### src/hdl/msx_pkg.sv
`default_nettype none

package msx_pkg;

    typedef logic [15:0] cpu_addr_t;    // Z80 address
    typedef logic [7:0]  byte_t;        // Data byte
    typedef logic [26:0] ram_addr_t;    // External RAM address
    typedef logic [1:0]  slot_t;        // Primary slot or subslot number
    typedef logic [1:0]  page_t;        // 16K page, addr[15:14]
    typedef logic [5:0]  layout_idx_t;  // {slot, subslot, page}

    // ASCII8 bank number
    localparam int ASCII8_BANK_BITS = 8;
    typedef logic [ASCII8_BANK_BITS-1:0] bank_t;

    // What sits behind a layout entry
    typedef enum logic [1:0] {
        blk_empty,
        blk_rom,
        blk_ram,
        blk_ascii8
    } block_kind_t;

    // One layout table entry
    typedef struct packed {
        block_kind_t kind;  // Block type
        logic        ro;    // Write protect for RAM blocks
        ram_addr_t   base;  // Start of the block in external RAM
    } block_t;

    // Access sequencer states
    typedef enum logic [1:0] {
        st_idle,
        st_issue,
        st_wait,
        st_done
    } access_state_t;

endpackage

`default_nettype wire

### src/hdl/cpu_bus_if.sv
`timescale 1ns/1ps
`default_nettype none

// Decoded Z80 strobes, one-cycle pulses
interface cpu_bus_if;

    msx_pkg::cpu_addr_t addr;   // Memory or I/O address
    msx_pkg::byte_t     wdata;  // Write data
    logic               mem_rd; // Memory read
    logic               mem_wr; // Memory write
    logic               io_rd;  // I/O read
    logic               io_wr;  // I/O write

    modport producer (
        output addr,
        output wdata,
        output mem_rd,
        output mem_wr,
        output io_rd,
        output io_wr
    );

    modport consumer (
        input addr,
        input wdata,
        input mem_rd,
        input mem_wr,
        input io_rd,
        input io_wr
    );

endinterface

`default_nettype wire

### src/hdl/access_fsm.sv
`timescale 1ns/1ps
`default_nettype none

module access_fsm #(
    parameter int RAM_LATENCY = 3
) (
    input  logic               clk,
    input  logic               reset,
    cpu_bus_if.consumer        bus,
    input  logic               local_hit,
    input  msx_pkg::byte_t     local_data,
    input  logic               write_blocked,
    input  logic               empty,
    input  msx_pkg::ram_addr_t ram_addr_in,  // From mapper, strobe cycle
    input  msx_pkg::byte_t     ram_dout,
    input  logic               timer_expired,
    output logic               timer_start,
    output msx_pkg::ram_addr_t ram_addr,
    output msx_pkg::byte_t     ram_din,
    output logic               ram_rnw,
    output logic               ram_ce,
    output msx_pkg::byte_t     data,
    output logic               done,
    output logic               busy
);

    localparam bit ZERO_WAIT = (RAM_LATENCY == 0);  // Data already valid with ram_ce

    msx_pkg::access_state_t state_q;
    msx_pkg::ram_addr_t     ram_addr_q;
    msx_pkg::byte_t         ram_din_q;
    logic                   ram_rnw_q;
    msx_pkg::byte_t         data_q;
    msx_pkg::byte_t         quick_data;
    logic                   strobe;
    logic                   needs_ram;
    logic                   rd_strobe;
    logic                   capture;

    assign strobe    = bus.mem_rd || bus.mem_wr || bus.io_rd || bus.io_wr;
    assign rd_strobe = bus.mem_rd || bus.io_rd;

    // Only memory accesses to a mapped, writable block go out
    assign needs_ram = !local_hit && !empty
                    && (bus.mem_rd || (bus.mem_wr && !write_blocked));

    assign timer_start = (state_q == msx_pkg::st_idle) && needs_ram;

    assign quick_data = local_hit ? local_data : 8'hFF;  // Open bus reads FFh

    assign capture = ram_rnw_q
                  && (((state_q == msx_pkg::st_wait) && timer_expired)
                  ||  ((state_q == msx_pkg::st_issue) && ZERO_WAIT));

    always_ff @(posedge clk) begin
        if (reset) begin
            state_q   <= msx_pkg::st_idle;
            ram_rnw_q <= 1'b1;
        end else begin
            case (state_q)
                msx_pkg::st_idle: begin
                    if (needs_ram) begin   // Strobes while busy never seen here
                        state_q   <= msx_pkg::st_issue;
                        ram_rnw_q <= bus.mem_rd;
                    end else if (strobe) begin
                        state_q <= msx_pkg::st_done;
                    end
                end
                msx_pkg::st_issue: state_q <= ZERO_WAIT ? msx_pkg::st_done : msx_pkg::st_wait;
                msx_pkg::st_wait: begin
                    if (timer_expired) begin
                        state_q <= msx_pkg::st_done;
                    end
                end
                default: state_q <= msx_pkg::st_idle;  // st_done
            endcase
        end
    end

    always_ff @(posedge clk) begin
        if ((state_q == msx_pkg::st_idle) && needs_ram) begin
            ram_addr_q <= ram_addr_in;   // Held for the whole access
            ram_din_q  <= bus.wdata;
        end
        if ((state_q == msx_pkg::st_idle) && rd_strobe && !needs_ram) begin
            data_q <= quick_data;
        end else if (capture) begin
            data_q <= ram_dout;
        end
    end

    assign ram_addr = ram_addr_q;
    assign ram_din  = ram_din_q;
    assign ram_rnw  = ram_rnw_q;
    assign ram_ce   = state_q == msx_pkg::st_issue;  // Single cycle
    assign data     = data_q;
    assign done     = state_q == msx_pkg::st_done;
    assign busy     = state_q != msx_pkg::st_idle;

endmodule

`default_nettype wire

### src/hdl/ascii8_mapper.sv
`timescale 1ns/1ps
`default_nettype none

module ascii8_mapper (
    input  logic               clk,
    input  logic               reset,
    cpu_bus_if.consumer        bus,
    input  msx_pkg::block_t    block,          // Active block
    output msx_pkg::ram_addr_t ram_addr,       // Physical address
    output logic               write_blocked,  // Write must not reach RAM
    output logic               empty           // Nothing mapped here
);

    msx_pkg::bank_t     bank_q [4];  // 8K windows at 4000h, 6000h, 8000h, A000h
    logic [1:0]         win;
    logic               bank_wr;
    msx_pkg::ram_addr_t offset;

    // Window number inside pages 1 and 2
    assign win = {bus.addr[15], bus.addr[13]};

    // Bank registers live at 6000h-7FFFh, bits 12:11 pick one
    assign bank_wr = bus.mem_wr
                  && (block.kind == msx_pkg::blk_ascii8)
                  && (bus.addr[15:13] == 3'b011);

    always_ff @(posedge clk) begin
        if (reset) begin
            for (int i = 0; i < 4; i++) begin
                bank_q[i] <= msx_pkg::bank_t'(i);  // Linear 32K at power up
            end
        end else if (bank_wr) begin
            bank_q[bus.addr[12:11]] <= bus.wdata;
        end
    end

    always_comb begin
        case (block.kind)
            msx_pkg::blk_ascii8: begin
                // Bank times 8K plus offset in window
                offset = msx_pkg::ram_addr_t'({bank_q[win], bus.addr[12:0]});
            end
            default: begin
                offset = msx_pkg::ram_addr_t'(bus.addr[13:0]);  // 16K linear
            end
        endcase
    end

    assign ram_addr = block.base + offset;

    // ROM and mapper space never written, RAM only if not protected
    assign write_blocked = (block.kind == msx_pkg::blk_rom)
                        || (block.kind == msx_pkg::blk_ascii8)
                        || ((block.kind == msx_pkg::blk_ram) && block.ro);

    assign empty = block.kind == msx_pkg::blk_empty;

endmodule

`default_nettype wire

### src/hdl/block_decoder.sv
`timescale 1ns/1ps
`default_nettype none

module block_decoder (
    input  logic                 clk,
    input  logic                 reset,
    input  logic                 cfg_we,     // Layout table write
    input  msx_pkg::layout_idx_t cfg_index,  // Entry to load
    input  msx_pkg::block_t      cfg_block,  // Entry contents
    input  msx_pkg::slot_t       slot,
    input  msx_pkg::slot_t       subslot,
    input  msx_pkg::page_t       page,
    output msx_pkg::block_t      block       // Active block for this access
);

    msx_pkg::block_t      layout_q [64];
    msx_pkg::layout_idx_t idx;

    // Same ordering as the configuration index
    assign idx = {slot, subslot, page};

    always_ff @(posedge clk) begin
        if (reset) begin
            // Whole map reads as unpopulated
            for (int i = 0; i < 64; i++) begin
                layout_q[i] <= '{kind: msx_pkg::blk_empty, ro: 1'b0, base: '0};
            end
        end else if (cfg_we) begin
            layout_q[cfg_index] <= cfg_block;
        end
    end

    // Lookup is combinational, follows addr directly
    assign block = layout_q[idx];

endmodule

`default_nettype wire

### src/hdl/msx_slots.sv
`timescale 1ns/1ps
`default_nettype none

module msx_slots #(
    parameter int RAM_LATENCY = 3  // RAM cycles from ram_ce to ram_dout
) (
    input  logic                 clk,
    input  logic                 reset,
    input  msx_pkg::cpu_addr_t   addr,
    input  msx_pkg::byte_t       wdata,
    input  logic                 mem_rd,
    input  logic                 mem_wr,
    input  logic                 io_rd,
    input  logic                 io_wr,
    input  logic [3:0]           slot_expanded,
    input  logic                 cfg_we,
    input  msx_pkg::layout_idx_t cfg_index,
    input  msx_pkg::block_t      cfg_block,
    output msx_pkg::ram_addr_t   ram_addr,
    output msx_pkg::byte_t       ram_din,
    input  msx_pkg::byte_t       ram_dout,
    output logic                 ram_rnw,
    output logic                 ram_ce,
    output msx_pkg::byte_t       data,
    output logic                 done,
    output logic                 busy
);

    cpu_bus_if bus ();

    msx_pkg::slot_t     slot;
    msx_pkg::slot_t     subslot;
    msx_pkg::page_t     page;
    logic               local_hit;
    msx_pkg::byte_t     local_data;
    msx_pkg::block_t    block;
    msx_pkg::ram_addr_t mapped_addr;
    logic               write_blocked;
    logic               empty;
    logic               timer_start;
    logic               timer_expired;

    // CPU pins onto the internal bus
    assign bus.addr   = addr;
    assign bus.wdata  = wdata;
    assign bus.mem_rd = mem_rd;
    assign bus.mem_wr = mem_wr;
    assign bus.io_rd  = io_rd;
    assign bus.io_wr  = io_wr;

    assign page = addr[15:14];

    slot_select u_slot_select (
        .clk           (clk),
        .reset         (reset),
        .bus           (bus),
        .slot_expanded (slot_expanded),
        .slot          (slot),
        .subslot       (subslot),
        .local_hit     (local_hit),
        .local_data    (local_data)
    );

    block_decoder u_block_decoder (
        .clk       (clk),
        .reset     (reset),
        .cfg_we    (cfg_we),
        .cfg_index (cfg_index),
        .cfg_block (cfg_block),
        .slot      (slot),
        .subslot   (subslot),
        .page      (page),
        .block     (block)
    );

    ascii8_mapper u_ascii8_mapper (
        .clk           (clk),
        .reset         (reset),
        .bus           (bus),
        .block         (block),
        .ram_addr      (mapped_addr),
        .write_blocked (write_blocked),
        .empty         (empty)
    );

    wait_timer #(.RAM_LATENCY(RAM_LATENCY)) u_wait_timer (
        .clk     (clk),
        .reset   (reset),
        .start   (timer_start),
        .expired (timer_expired)
    );

    access_fsm #(.RAM_LATENCY(RAM_LATENCY)) u_access_fsm (
        .clk           (clk),
        .reset         (reset),
        .bus           (bus),
        .local_hit     (local_hit),
        .local_data    (local_data),
        .write_blocked (write_blocked),
        .empty         (empty),
        .ram_addr_in   (mapped_addr),
        .ram_dout      (ram_dout),
        .timer_expired (timer_expired),
        .timer_start   (timer_start),
        .ram_addr      (ram_addr),
        .ram_din       (ram_din),
        .ram_rnw       (ram_rnw),
        .ram_ce        (ram_ce),
        .data          (data),
        .done          (done),
        .busy          (busy)
    );

endmodule

`default_nettype wire

### src/hdl/slot_select.sv
`timescale 1ns/1ps
`default_nettype none

module slot_select (
    input  logic           clk,
    input  logic           reset,
    cpu_bus_if.consumer    bus,
    input  logic [3:0]     slot_expanded,  // One bit per primary slot
    output msx_pkg::slot_t slot,           // Primary slot of addressed page
    output msx_pkg::slot_t subslot,        // Subslot of addressed page
    output logic           local_hit,      // A8h or FFFFh owned here
    output msx_pkg::byte_t local_data      // Read data for local hits
);

    msx_pkg::byte_t primary_q;       // Port A8h, 2 bits per page
    msx_pkg::byte_t subslot_q [4];   // FFFFh register per primary slot
    msx_pkg::page_t page;
    logic           expanded;
    logic           io_a8;
    logic           sub_reg;
    logic           io_acc;
    logic           mem_acc;

    assign page    = bus.addr[15:14];
    assign io_acc  = bus.io_rd || bus.io_wr;
    assign mem_acc = bus.mem_rd || bus.mem_wr;

    // Primary slot for the page under the address
    assign slot     = primary_q[{page, 1'b0} +: 2];
    assign expanded = slot_expanded[slot];

    // Unexpanded slots always report subslot 0
    assign subslot = expanded ? subslot_q[slot][{page, 1'b0} +: 2] : '0;

    assign io_a8   = bus.addr[7:0] == 8'hA8;            // Only low byte decoded on I/O
    assign sub_reg = expanded && (bus.addr == 16'hFFFF); // Page 3 slot, since addr is FFFFh

    assign local_hit = (io_a8 && io_acc) || (sub_reg && mem_acc);

    // Subslot register reads back inverted
    assign local_data = io_acc ? primary_q : ~subslot_q[slot];

    always_ff @(posedge clk) begin
        if (reset) begin
            primary_q <= '0;
            for (int i = 0; i < 4; i++) begin
                subslot_q[i] <= '0;
            end
        end else begin
            if (bus.io_wr && io_a8) begin
                primary_q <= bus.wdata;
            end
            if (bus.mem_wr && sub_reg) begin
                subslot_q[slot] <= bus.wdata;  // Goes to the slot seen in page 3
            end
        end
    end

endmodule

`default_nettype wire

### src/hdl/wait_timer.sv
`timescale 1ns/1ps
`default_nettype none

module wait_timer #(
    parameter int RAM_LATENCY = 3
) (
    input  logic clk,
    input  logic reset,
    input  logic start,    // Same cycle as the CPU strobe
    output logic expired   // RAM data valid now
);

    localparam int CNT_W = $clog2(RAM_LATENCY + 2);

    logic [CNT_W-1:0] count_q;
    logic             active_q;

    always_ff @(posedge clk) begin
        if (reset) begin
            count_q  <= '0;
            active_q <= 1'b0;
        end else if (start) begin
            count_q  <= CNT_W'(RAM_LATENCY);
            active_q <= 1'b1;
        end else if (active_q) begin
            if (count_q == '0) begin
                active_q <= 1'b0;       // Single expired pulse
            end else begin
                count_q <= count_q - 1'b1;
            end
        end
    end

    assign expired = active_q && (count_q == '0);

endmodule

`default_nettype wire

### config.mk
export PLATFORM = sky130hd
export DESIGN_NAME = msx_slots
export DESIGN_NICKNAME = d
export VERILOG_FILES = /design/src/hdl/msx_pkg.sv /design/src/hdl/cpu_bus_if.sv /design/src/hdl/access_fsm.sv /design/src/hdl/ascii8_mapper.sv /design/src/hdl/block_decoder.sv /design/src/hdl/msx_slots.sv /design/src/hdl/slot_select.sv /design/src/hdl/wait_timer.sv
export SDC_FILE = /design/constraint.sdc
export NUM_CORES = 2
export LEC_CHECK = 0
export BUFFER_PORTS_ARGS = -buffer_cell sky130_fd_sc_hd__buf_4
export CAP_MARGIN = 5
export CORE_ASPECT_RATIO = 1.75
export CORE_MARGIN = 2
export CORE_UTILIZATION = 50
export DETAILED_ROUTE_END_ITERATION = 7
export PLACE_DENSITY = 0.72
export SLEW_MARGIN = 20
export SYNTH_ARGS = -nofsm -noshare
export SYNTH_HDL_FRONTEND = slang
export SYNTH_SLANG_ARGS = --single-unit
### constraint.sdc
create_clock -name clk -period 10 [get_ports clk]
set_input_delay 1 -clock clk [delete_from_list [all_inputs] [get_ports clk]]
set_output_delay 1 -clock clk [all_outputs]
set_load 0.02 [all_outputs]
== Word-level counts from Yosys, hierarchy flattened ==
Memories as Yosys holds them, arrays and structs flattened.
Index checks and enable logic that the tools add are counted.
W data, S select, Z words.

* Register bits after elaboration: 58
* Latch bits: 0
* Bits in writable memories: 1984
* Memory bits (read-only): 0
* Bits of input ports: 79
* Output and inout port bits: 47
* Word-level logic and storage cells: 113
* Memories kept: 3

{| class="wikitable"
|+ Memory list
! memory !! depth !! width !! rd ports !! clocked after memory_dff !! wr ports !! RTL line !! text
|-
| u_block_decoder.layout_q || 64 || 30 || 1 || 0 || 64 || block_decoder.sv:16 || <nowiki>msx_pkg::block_t layout_q [64];</nowiki>
|-
| u_ascii8_mapper.bank_q || 4 || 8 || 1 || 0 || 4 || ascii8_mapper.sv:14 || <nowiki>msx_pkg::bank_t bank_q [4];</nowiki>
|-
| u_slot_select.subslot_q || 4 || 8 || 1 || 0 || 4 || slot_select.sv:16 || <nowiki>msx_pkg::byte_t subslot_q [4];</nowiki>
|}

* Add/sub/neg operators: 2
* $mul: 0
* Div/mod/pow operators: 0
* $lt $le $gt $ge: 1
* Equality and inequality tests: 12
* Shift-type cells: 2
* Muxes and demuxes: 38
* Bitwise gates (word level): 2
* Reduce and logical (&&, ||, !) cells: 44

{| class="wikitable"
|+ Operators with widths
! operator !! count
|-
| $mux W8 || 6
|-
| $mux W30 || 1
|-
| $reduce_or A30 Y1 || 1
|-
| $add A27 B21 Y27 || 1
|-
| $mux W21 || 1
|-
| $mux W1 || 18
|-
| $mux W2 || 9
|-
| $logic_and A1 B1 Y1 || 17
|-
| $eq A16 B16 Y1 const B || 1
|-
| $reduce_or A8 Y1 || 2
|-
| $shiftx A8 B4 Y2 || 2
|-
| $logic_or A1 B1 Y1 || 9
|-
| $eq A2 B2 Y1 const B || 4
|-
| $eq A8 B8 Y1 const B || 1
|-
| $not A8 Y8 || 1
|-
| $reduce_and A2 Y1 || 4
|-
| $mux W6 || 1
|-
| $pmux W2 S3 || 1
|-
| $reduce_bool A2 Y1 || 3
|-
| $eq A2 B1 Y1 const B || 2
|-
| $logic_not A1 Y1 || 4
|-
| $logic_not A2 Y1 || 2
|-
| $eq A3 B2 Y1 const B || 1
|-
| $logic_not A3 Y1 || 1
|-
| 8 further kinds || 8
|}

== Logic depth before layout (Yosys ltp) ==
An unclocked memory read counts as a cell.

* Depth in word-level cells: 15
* Depth in mapped cells: 31
* Gate-level depth less buffers: 24

== Hierarchy ==
From an unflattened synthesis, not the netlist that was laid out.

* Cell total of the unflattened synthesis: 6339
* Area, all modules: 94866.0 µm²

{| class="wikitable"
|+ By module, submodules not included
! module !! times used !! cells each !! area each (µm²)
|-
| block_decoder || 1 || 5738 || 87854.3
|-
| ascii8_mapper || 1 || 269 || 2741.4
|-
| slot_select || 1 || 215 || 2285.9
|-
| access_fsm || 1 || 94 || 1765.4
|-
| wait_timer || 1 || 23 || 219.0
|}

== Worst setup path before layout ==
Ideal clock, no wire load.

* Path kind: input port to flip-flop
* Start point: in addr[14]
* End point: reg u_access_fsm.ram_addr_q[26], in the netlist u_access_fsm.ram_addr[26] (data pin)
* Library setup time: 0.264 ns
* Data arrival time: 7.115 ns
* Required time: 9.736 ns
* Slack: 2.622 ns
* Stages: 30
* Path buffers: 10
* Cells stage by stage: buf_6 > buf_2 > buf_2 > buf_2 > buf_4 > buf_2 > buf_4 > buf_4 > buf_2 > buf_1 > mux4_2 > nand2_1 > nand3_1 > nand3_1 > o21ai_0 > o21a_1 > ha_1 > inv_1 > fa_1 > nor2b_1 > o21ai_0 > a21boi_0 > o21ai_0 > a21boi_0 > o21a_1 > o311ai_0 > a31oi_1 > o41ai_1 > nor4_1 > xnor2_1

* Cells in the longest elaborated chain, start to end: 8

{| class="wikitable"
|+ RTL lines
! item !! RTL line !! text
|-
| start: declaration || msx_slots.sv:9 || <nowiki>input msx_pkg::cpu_addr_t addr,</nowiki>
|-
| $shiftx A8 B4 Y2 || slot_select.sv:29 || <nowiki>assign slot = primary_q[{page, 1'b0} +: 2];</nowiki>
|-
| $mem_v2 Z4 W8 / $bmux W1 S2 (equally long branches) || - ||
|-
| $shiftx A8 B4 Y2 / $mux W1 (equally long branches) || slot_select.sv:33, slot_select.sv:30 ||
|-
| $mux W2 || slot_select.sv:33 || <nowiki>assign subslot = expanded ? subslot_q[slot][{page, 1'b0} +: 2] : '0;</nowiki>
|-
| $mem_v2 Z64 W30 * || - ||
|-
| $eq A2 B2 Y1 || ascii8_mapper.sv:38 || <nowiki>case (block.kind)</nowiki>
|-
| $mux W21 || ascii8_mapper.sv:38 ||
|-
| $add A27 B21 Y27 * || ascii8_mapper.sv:49 || <nowiki>assign ram_addr = block.base + offset;</nowiki>
|-
| named net mapped_addr[26] || msx_slots.sv:37 || <nowiki>msx_pkg::ram_addr_t mapped_addr;</nowiki>
|-
| end signal: assignment || access_fsm.sv:82 || <nowiki>ram_addr_q <= ram_addr_in;</nowiki>
|-
| end: declaration || access_fsm.sv:30 || <nowiki>msx_pkg::ram_addr_t ram_addr_q;</nowiki>
|}

Mark *: on every way through the listed nets, which the timed path passes. The rest lies on a longest branch. The select of a mux whose other input is x is not followed.
A chain may end at the register's enable or synchronous reset.

== Worst setup path in the final report ==
Ends and elaborated chain as after synthesis.

==> reports/summary.txt <==
final clock period utilization by the worst path = 78.9%
end-of-flow core utilization = 55.1%
slowest cell delay on critical path = 0.94 ns
ANT nets after route = 0
Mapped Nets = 6739
Setup crit end = u_access_fsm.ram_addr[26]
number of enable flip-flop cells after synthesis = 2027
Clock Tree Buf Depth = 4
CTS hold repair buffers = 0
number of buffers inserted by port buffering = 125
worst hold path depth = 2
CP max FO = 65
type of the worst setup path = input pin to flip-flop
I/O pin cnt = 126
FF-to-FF path depth = 26
initial cell density of the core = 50.2%
run status = complete, no violations
gate count after technology mapping = 6632
total half-perimeter wirelength after legalization and detailed placement = 176000 um
most frequent cells in the layout = sky130_fd_sc_hd__edfxtp_1, sky130_fd_sc_hd__and2_1, sky130_fd_sc_hd__nand2_1, sky130_fd_sc_hd__mux4_2, sky130_fd_sc_hd__buf_4
async set-reset flop share out of synthesis = 0%
# H-tree levels = 4
register-to-register path setup slack = 2.28 ns
full die area = 0.193 mm2
pin count of the biggest net entering global routing = 120
floorplan core area = 0.189 mm2
standard-cell row count = 211
DIE HEIGHT = 580 um
post-route setup TNS = 0 ns
start of the worst register-to-register path = u_slot_select.primary_q[6]
beginning of the critical path = addr[14]
post-layout minimum cycle time = 7.89 ns
number of max-capacitance violations reported = 0
data required time of the critical path = 10.57 ns
clock latency on the worst-skew pair = 0.83 ns
clock buffer count from CTS = 181
top flip-flop cell by instance count after synthesis = sky130_fd_sc_hd__edfxtp_1
netlist area before placement = 0.0948 mm2
count of unresolved DRC violations after routing = 0
vias in the first global route = 55700
synth unique cells = 78
Arrival @ worst endpoint = 8.46 ns
DR vias = 55700
1st-pass router iterations = 6
synthesized area divided by synthesized cell count = 14.3 um2
warnings from Yosys = 0
Die X-Extent = 333 um
total placed cells including tap cells = 8727
routability congestion estimate = 0.970
Seq cells post-synth = 2042
post-detailed-routing wire length = 281000 um
sink count of the clock tree = 2042
GRT Util Overall = 28.8%
count of non-filler cells in the finished layout = 9057
Tightest Pin Transition = 1.11 ns
Final Hold Viols = 0
Slew Limit Fails = 0
number of nets at the end of the flow = 6570
most used cell, CP = sky130_fd_sc_hd__o21ai_0
power density of the placed cells = 182 mW/mm2
clock slew at the register clock pins of the worst setup and hold paths = 0.06 ns
vias per inst = 6.16
highest clock rate = 127 MHz
Max transition margin = 25.7%
setup repair after global routing missed its margin = no
skew final = 0.0369 ns
path category of the worst min-delay check = input pin to flip-flop
total global routing overflow = 0
worst vdd rail ir drop = 0.130 mV
number of setup buffers added after CTS = 0
layout-stage area growth over the synthesis result = 9.65%
CTS-repair resized insts = 0
drt wl/cell = 31.0 um
end of the worst register-to-register path = u_access_fsm.ram_addr[26]
most frequent standard cell in the layout excluding fill and tap cells = sky130_fd_sc_hd__edfxtp_1
sequential fraction of the synthesis area = 64.5%
ratio of cells with drive above 1 in the final layout = 17.4%
Initial DRC Count = 7085
# setup viols final = 0
critical path endpoint category = flip-flop
global-route wire length before repair = 400000 um
Worst Setup Start Kind = input pin
cell with the largest stage delay on the worst path = sky130_fd_sc_hd__mux4_2
root buffer cell = sky130_fd_sc_hd__clkbuf_16
initial antenna violation count = 16
leak pwr = 36.1 nW
TritonCTS clock tree = done
==> cells by family (layout without fill, tap and decap cells) <==
| group | Yosys count | after routing | share of synthesized area (%) |
|---|---|---|---|
| adder cells (fa/ha/maj) | 28 | 28 | 0.377 |
| AND/OR/NAND/NOR | 2998 | 2998 | 17.8 |
| flip-flops | 2042 | 2042 | 64.5 |
| XOR/XNOR | 22 | 22 | 0.203 |
| multiplexers | 554 | 554 | 12.2 |
| other | 0 | 11 | 0 |
| buffers and inverters | 683 | 648 | 2.81 |
| AO/OA/AOI/OAI | 305 | 305 | 2.10 |
==> worst min path at each step <==
stage | start | endpoint | slack (ns)
6_report | ram_dout[7] | u_access_fsm.data[7] | 0.46
5_1_grt | wdata[3] | u_access_fsm.ram_din[3] | 0.45
2_1_floorplan | u_slot_select.primary_q[4] | u_slot_select.primary_q[4] | 0.49
3_3_place_gp | u_wait_timer.count_q[1] | u_wait_timer.count_q[1] | 0.52
3_5_place_dp | u_wait_timer.count_q[1] | u_wait_timer.count_q[1] | 0.52
4_1_cts | wdata[3] | u_access_fsm.ram_din[3] | 0.41
==> Yosys cell counts, types with 15 or more instances <==
library cell,n,area [um2]
sky130_fd_sc_hd__nand3_1,274,1370
sky130_fd_sc_hd__buf_2,51,255
sky130_fd_sc_hd__a21oi_1,27,135
sky130_fd_sc_hd__ha_1,27,338
sky130_fd_sc_hd__and2_1,1983,12400
sky130_fd_sc_hd__o21ai_0,126,631
sky130_fd_sc_hd__o21a_1,23,173
sky130_fd_sc_hd__inv_1,23,86.3
sky130_fd_sc_hd__o211ai_1,21,158
sky130_fd_sc_hd__edfxtp_1,2027,60900
sky130_fd_sc_hd__clkbuf_1,529,1990
sky130_fd_sc_hd__a31oi_1,17,106
sky130_fd_sc_hd__nand2_1,505,1900
sky130_fd_sc_hd__mux4_2,479,10800
sky130_fd_sc_hd__dfxtp_1,15,300
sky130_fd_sc_hd__mux2i_1,42,420
sky130_fd_sc_hd__and3_1,27,169
sky130_fd_sc_hd__xnor2_1,16,140
sky130_fd_sc_hd__buf_1,71,267
sky130_fd_sc_hd__mux2_2,32,360
sky130_fd_sc_hd__nor2_1,118,443
sky130_fd_sc_hd__nor3_1,21,105
==> power breakdown <==
group	total, W	leakage, nW	switching [W]	internal (W)
sequential	0.0100	19.4	0.000143	0.00990
clock	0.00677	2.68	0.00311	0.00366
combinational	0.00212	14.1	0.00143	0.000686
total	0.0189	36.1	0.00468	0.0142
==> through the flow <==
| step | total power, W | hold WS, ns | instance area (um2) | setup WS (ns) |
|---|---|---|---|---|
| after global placement | 0.0123 | 0.523 | 98300 | 1.45 |
| final | 0.0189 | 0.463 | 104000 | 2.11 |
| after floorplan | 0.0114 | 0.492 | 94800 | 2.62 |
| after global routing | 0.0193 | 0.452 | 104000 | 1.66 |
| after CTS | 0.0189 | 0.413 | 104000 | 2.24 |
| after detailed placement | 0.0123 | 0.523 | 98400 | 1.38 |
==> state kept, by name (all words and copies together), names as in the netlist <==
signal and count:
u_access_fsm.state_q 2, u_access_fsm.ram_rnw 1, u_access_fsm.ram_addr 27, u_access_fsm.ram_din 8
u_access_fsm.data 8, u_wait_timer.active_q 1, u_wait_timer.count_q 3, u_slot_select.primary_q 8
u_block_decoder.layout_q 1920, u_slot_select.subslot_q 32, u_ascii8_mapper.bank_q 32
==> worst max-delay path: cells and delay by family <==
family | cells | cell delay (ns)
XOR/XNOR | 1 | 0.11
AND/OR/NAND/NOR | 6 | 0.92
AO/OA/AOI/OAI | 10 | 2.28
adder cells (fa/ha/maj) | 2 | 0.59
multiplexers | 4 | 2.22
buffers and inverters | 4 | 1.25
==> per-layer routing <==
| layer | up-vias | share of wire [%] | track usage, % |
|---|---|---|---|
| li1 | 23600 | - | - |
| met1 | 28600 | 35 | 34.8 |
| met2 | 2817 | 49 | 47.6 |
| met3 | 678 | 7.5 | 4.08 |
| met4 | 10 | 8.5 | 20.6 |
| met5 | - | 0.026 | 0 |
==> layout make-up <==
class | instances | area (um2)
Multi-Input combinational cell | 3907 | 31600
Antenna cell | 11 | 27.5
Tap cell | 2449 | 3060
Inverter | 25 | 96.3
Timing Repair Buffer | 306 | 2540
Sequential cell | 2042 | 61200
Clock buffer | 230 | 4810
Clock inverter | 87 | 683
Fill cell | 14600 | 84800
(Power assumes the default switching activity.)
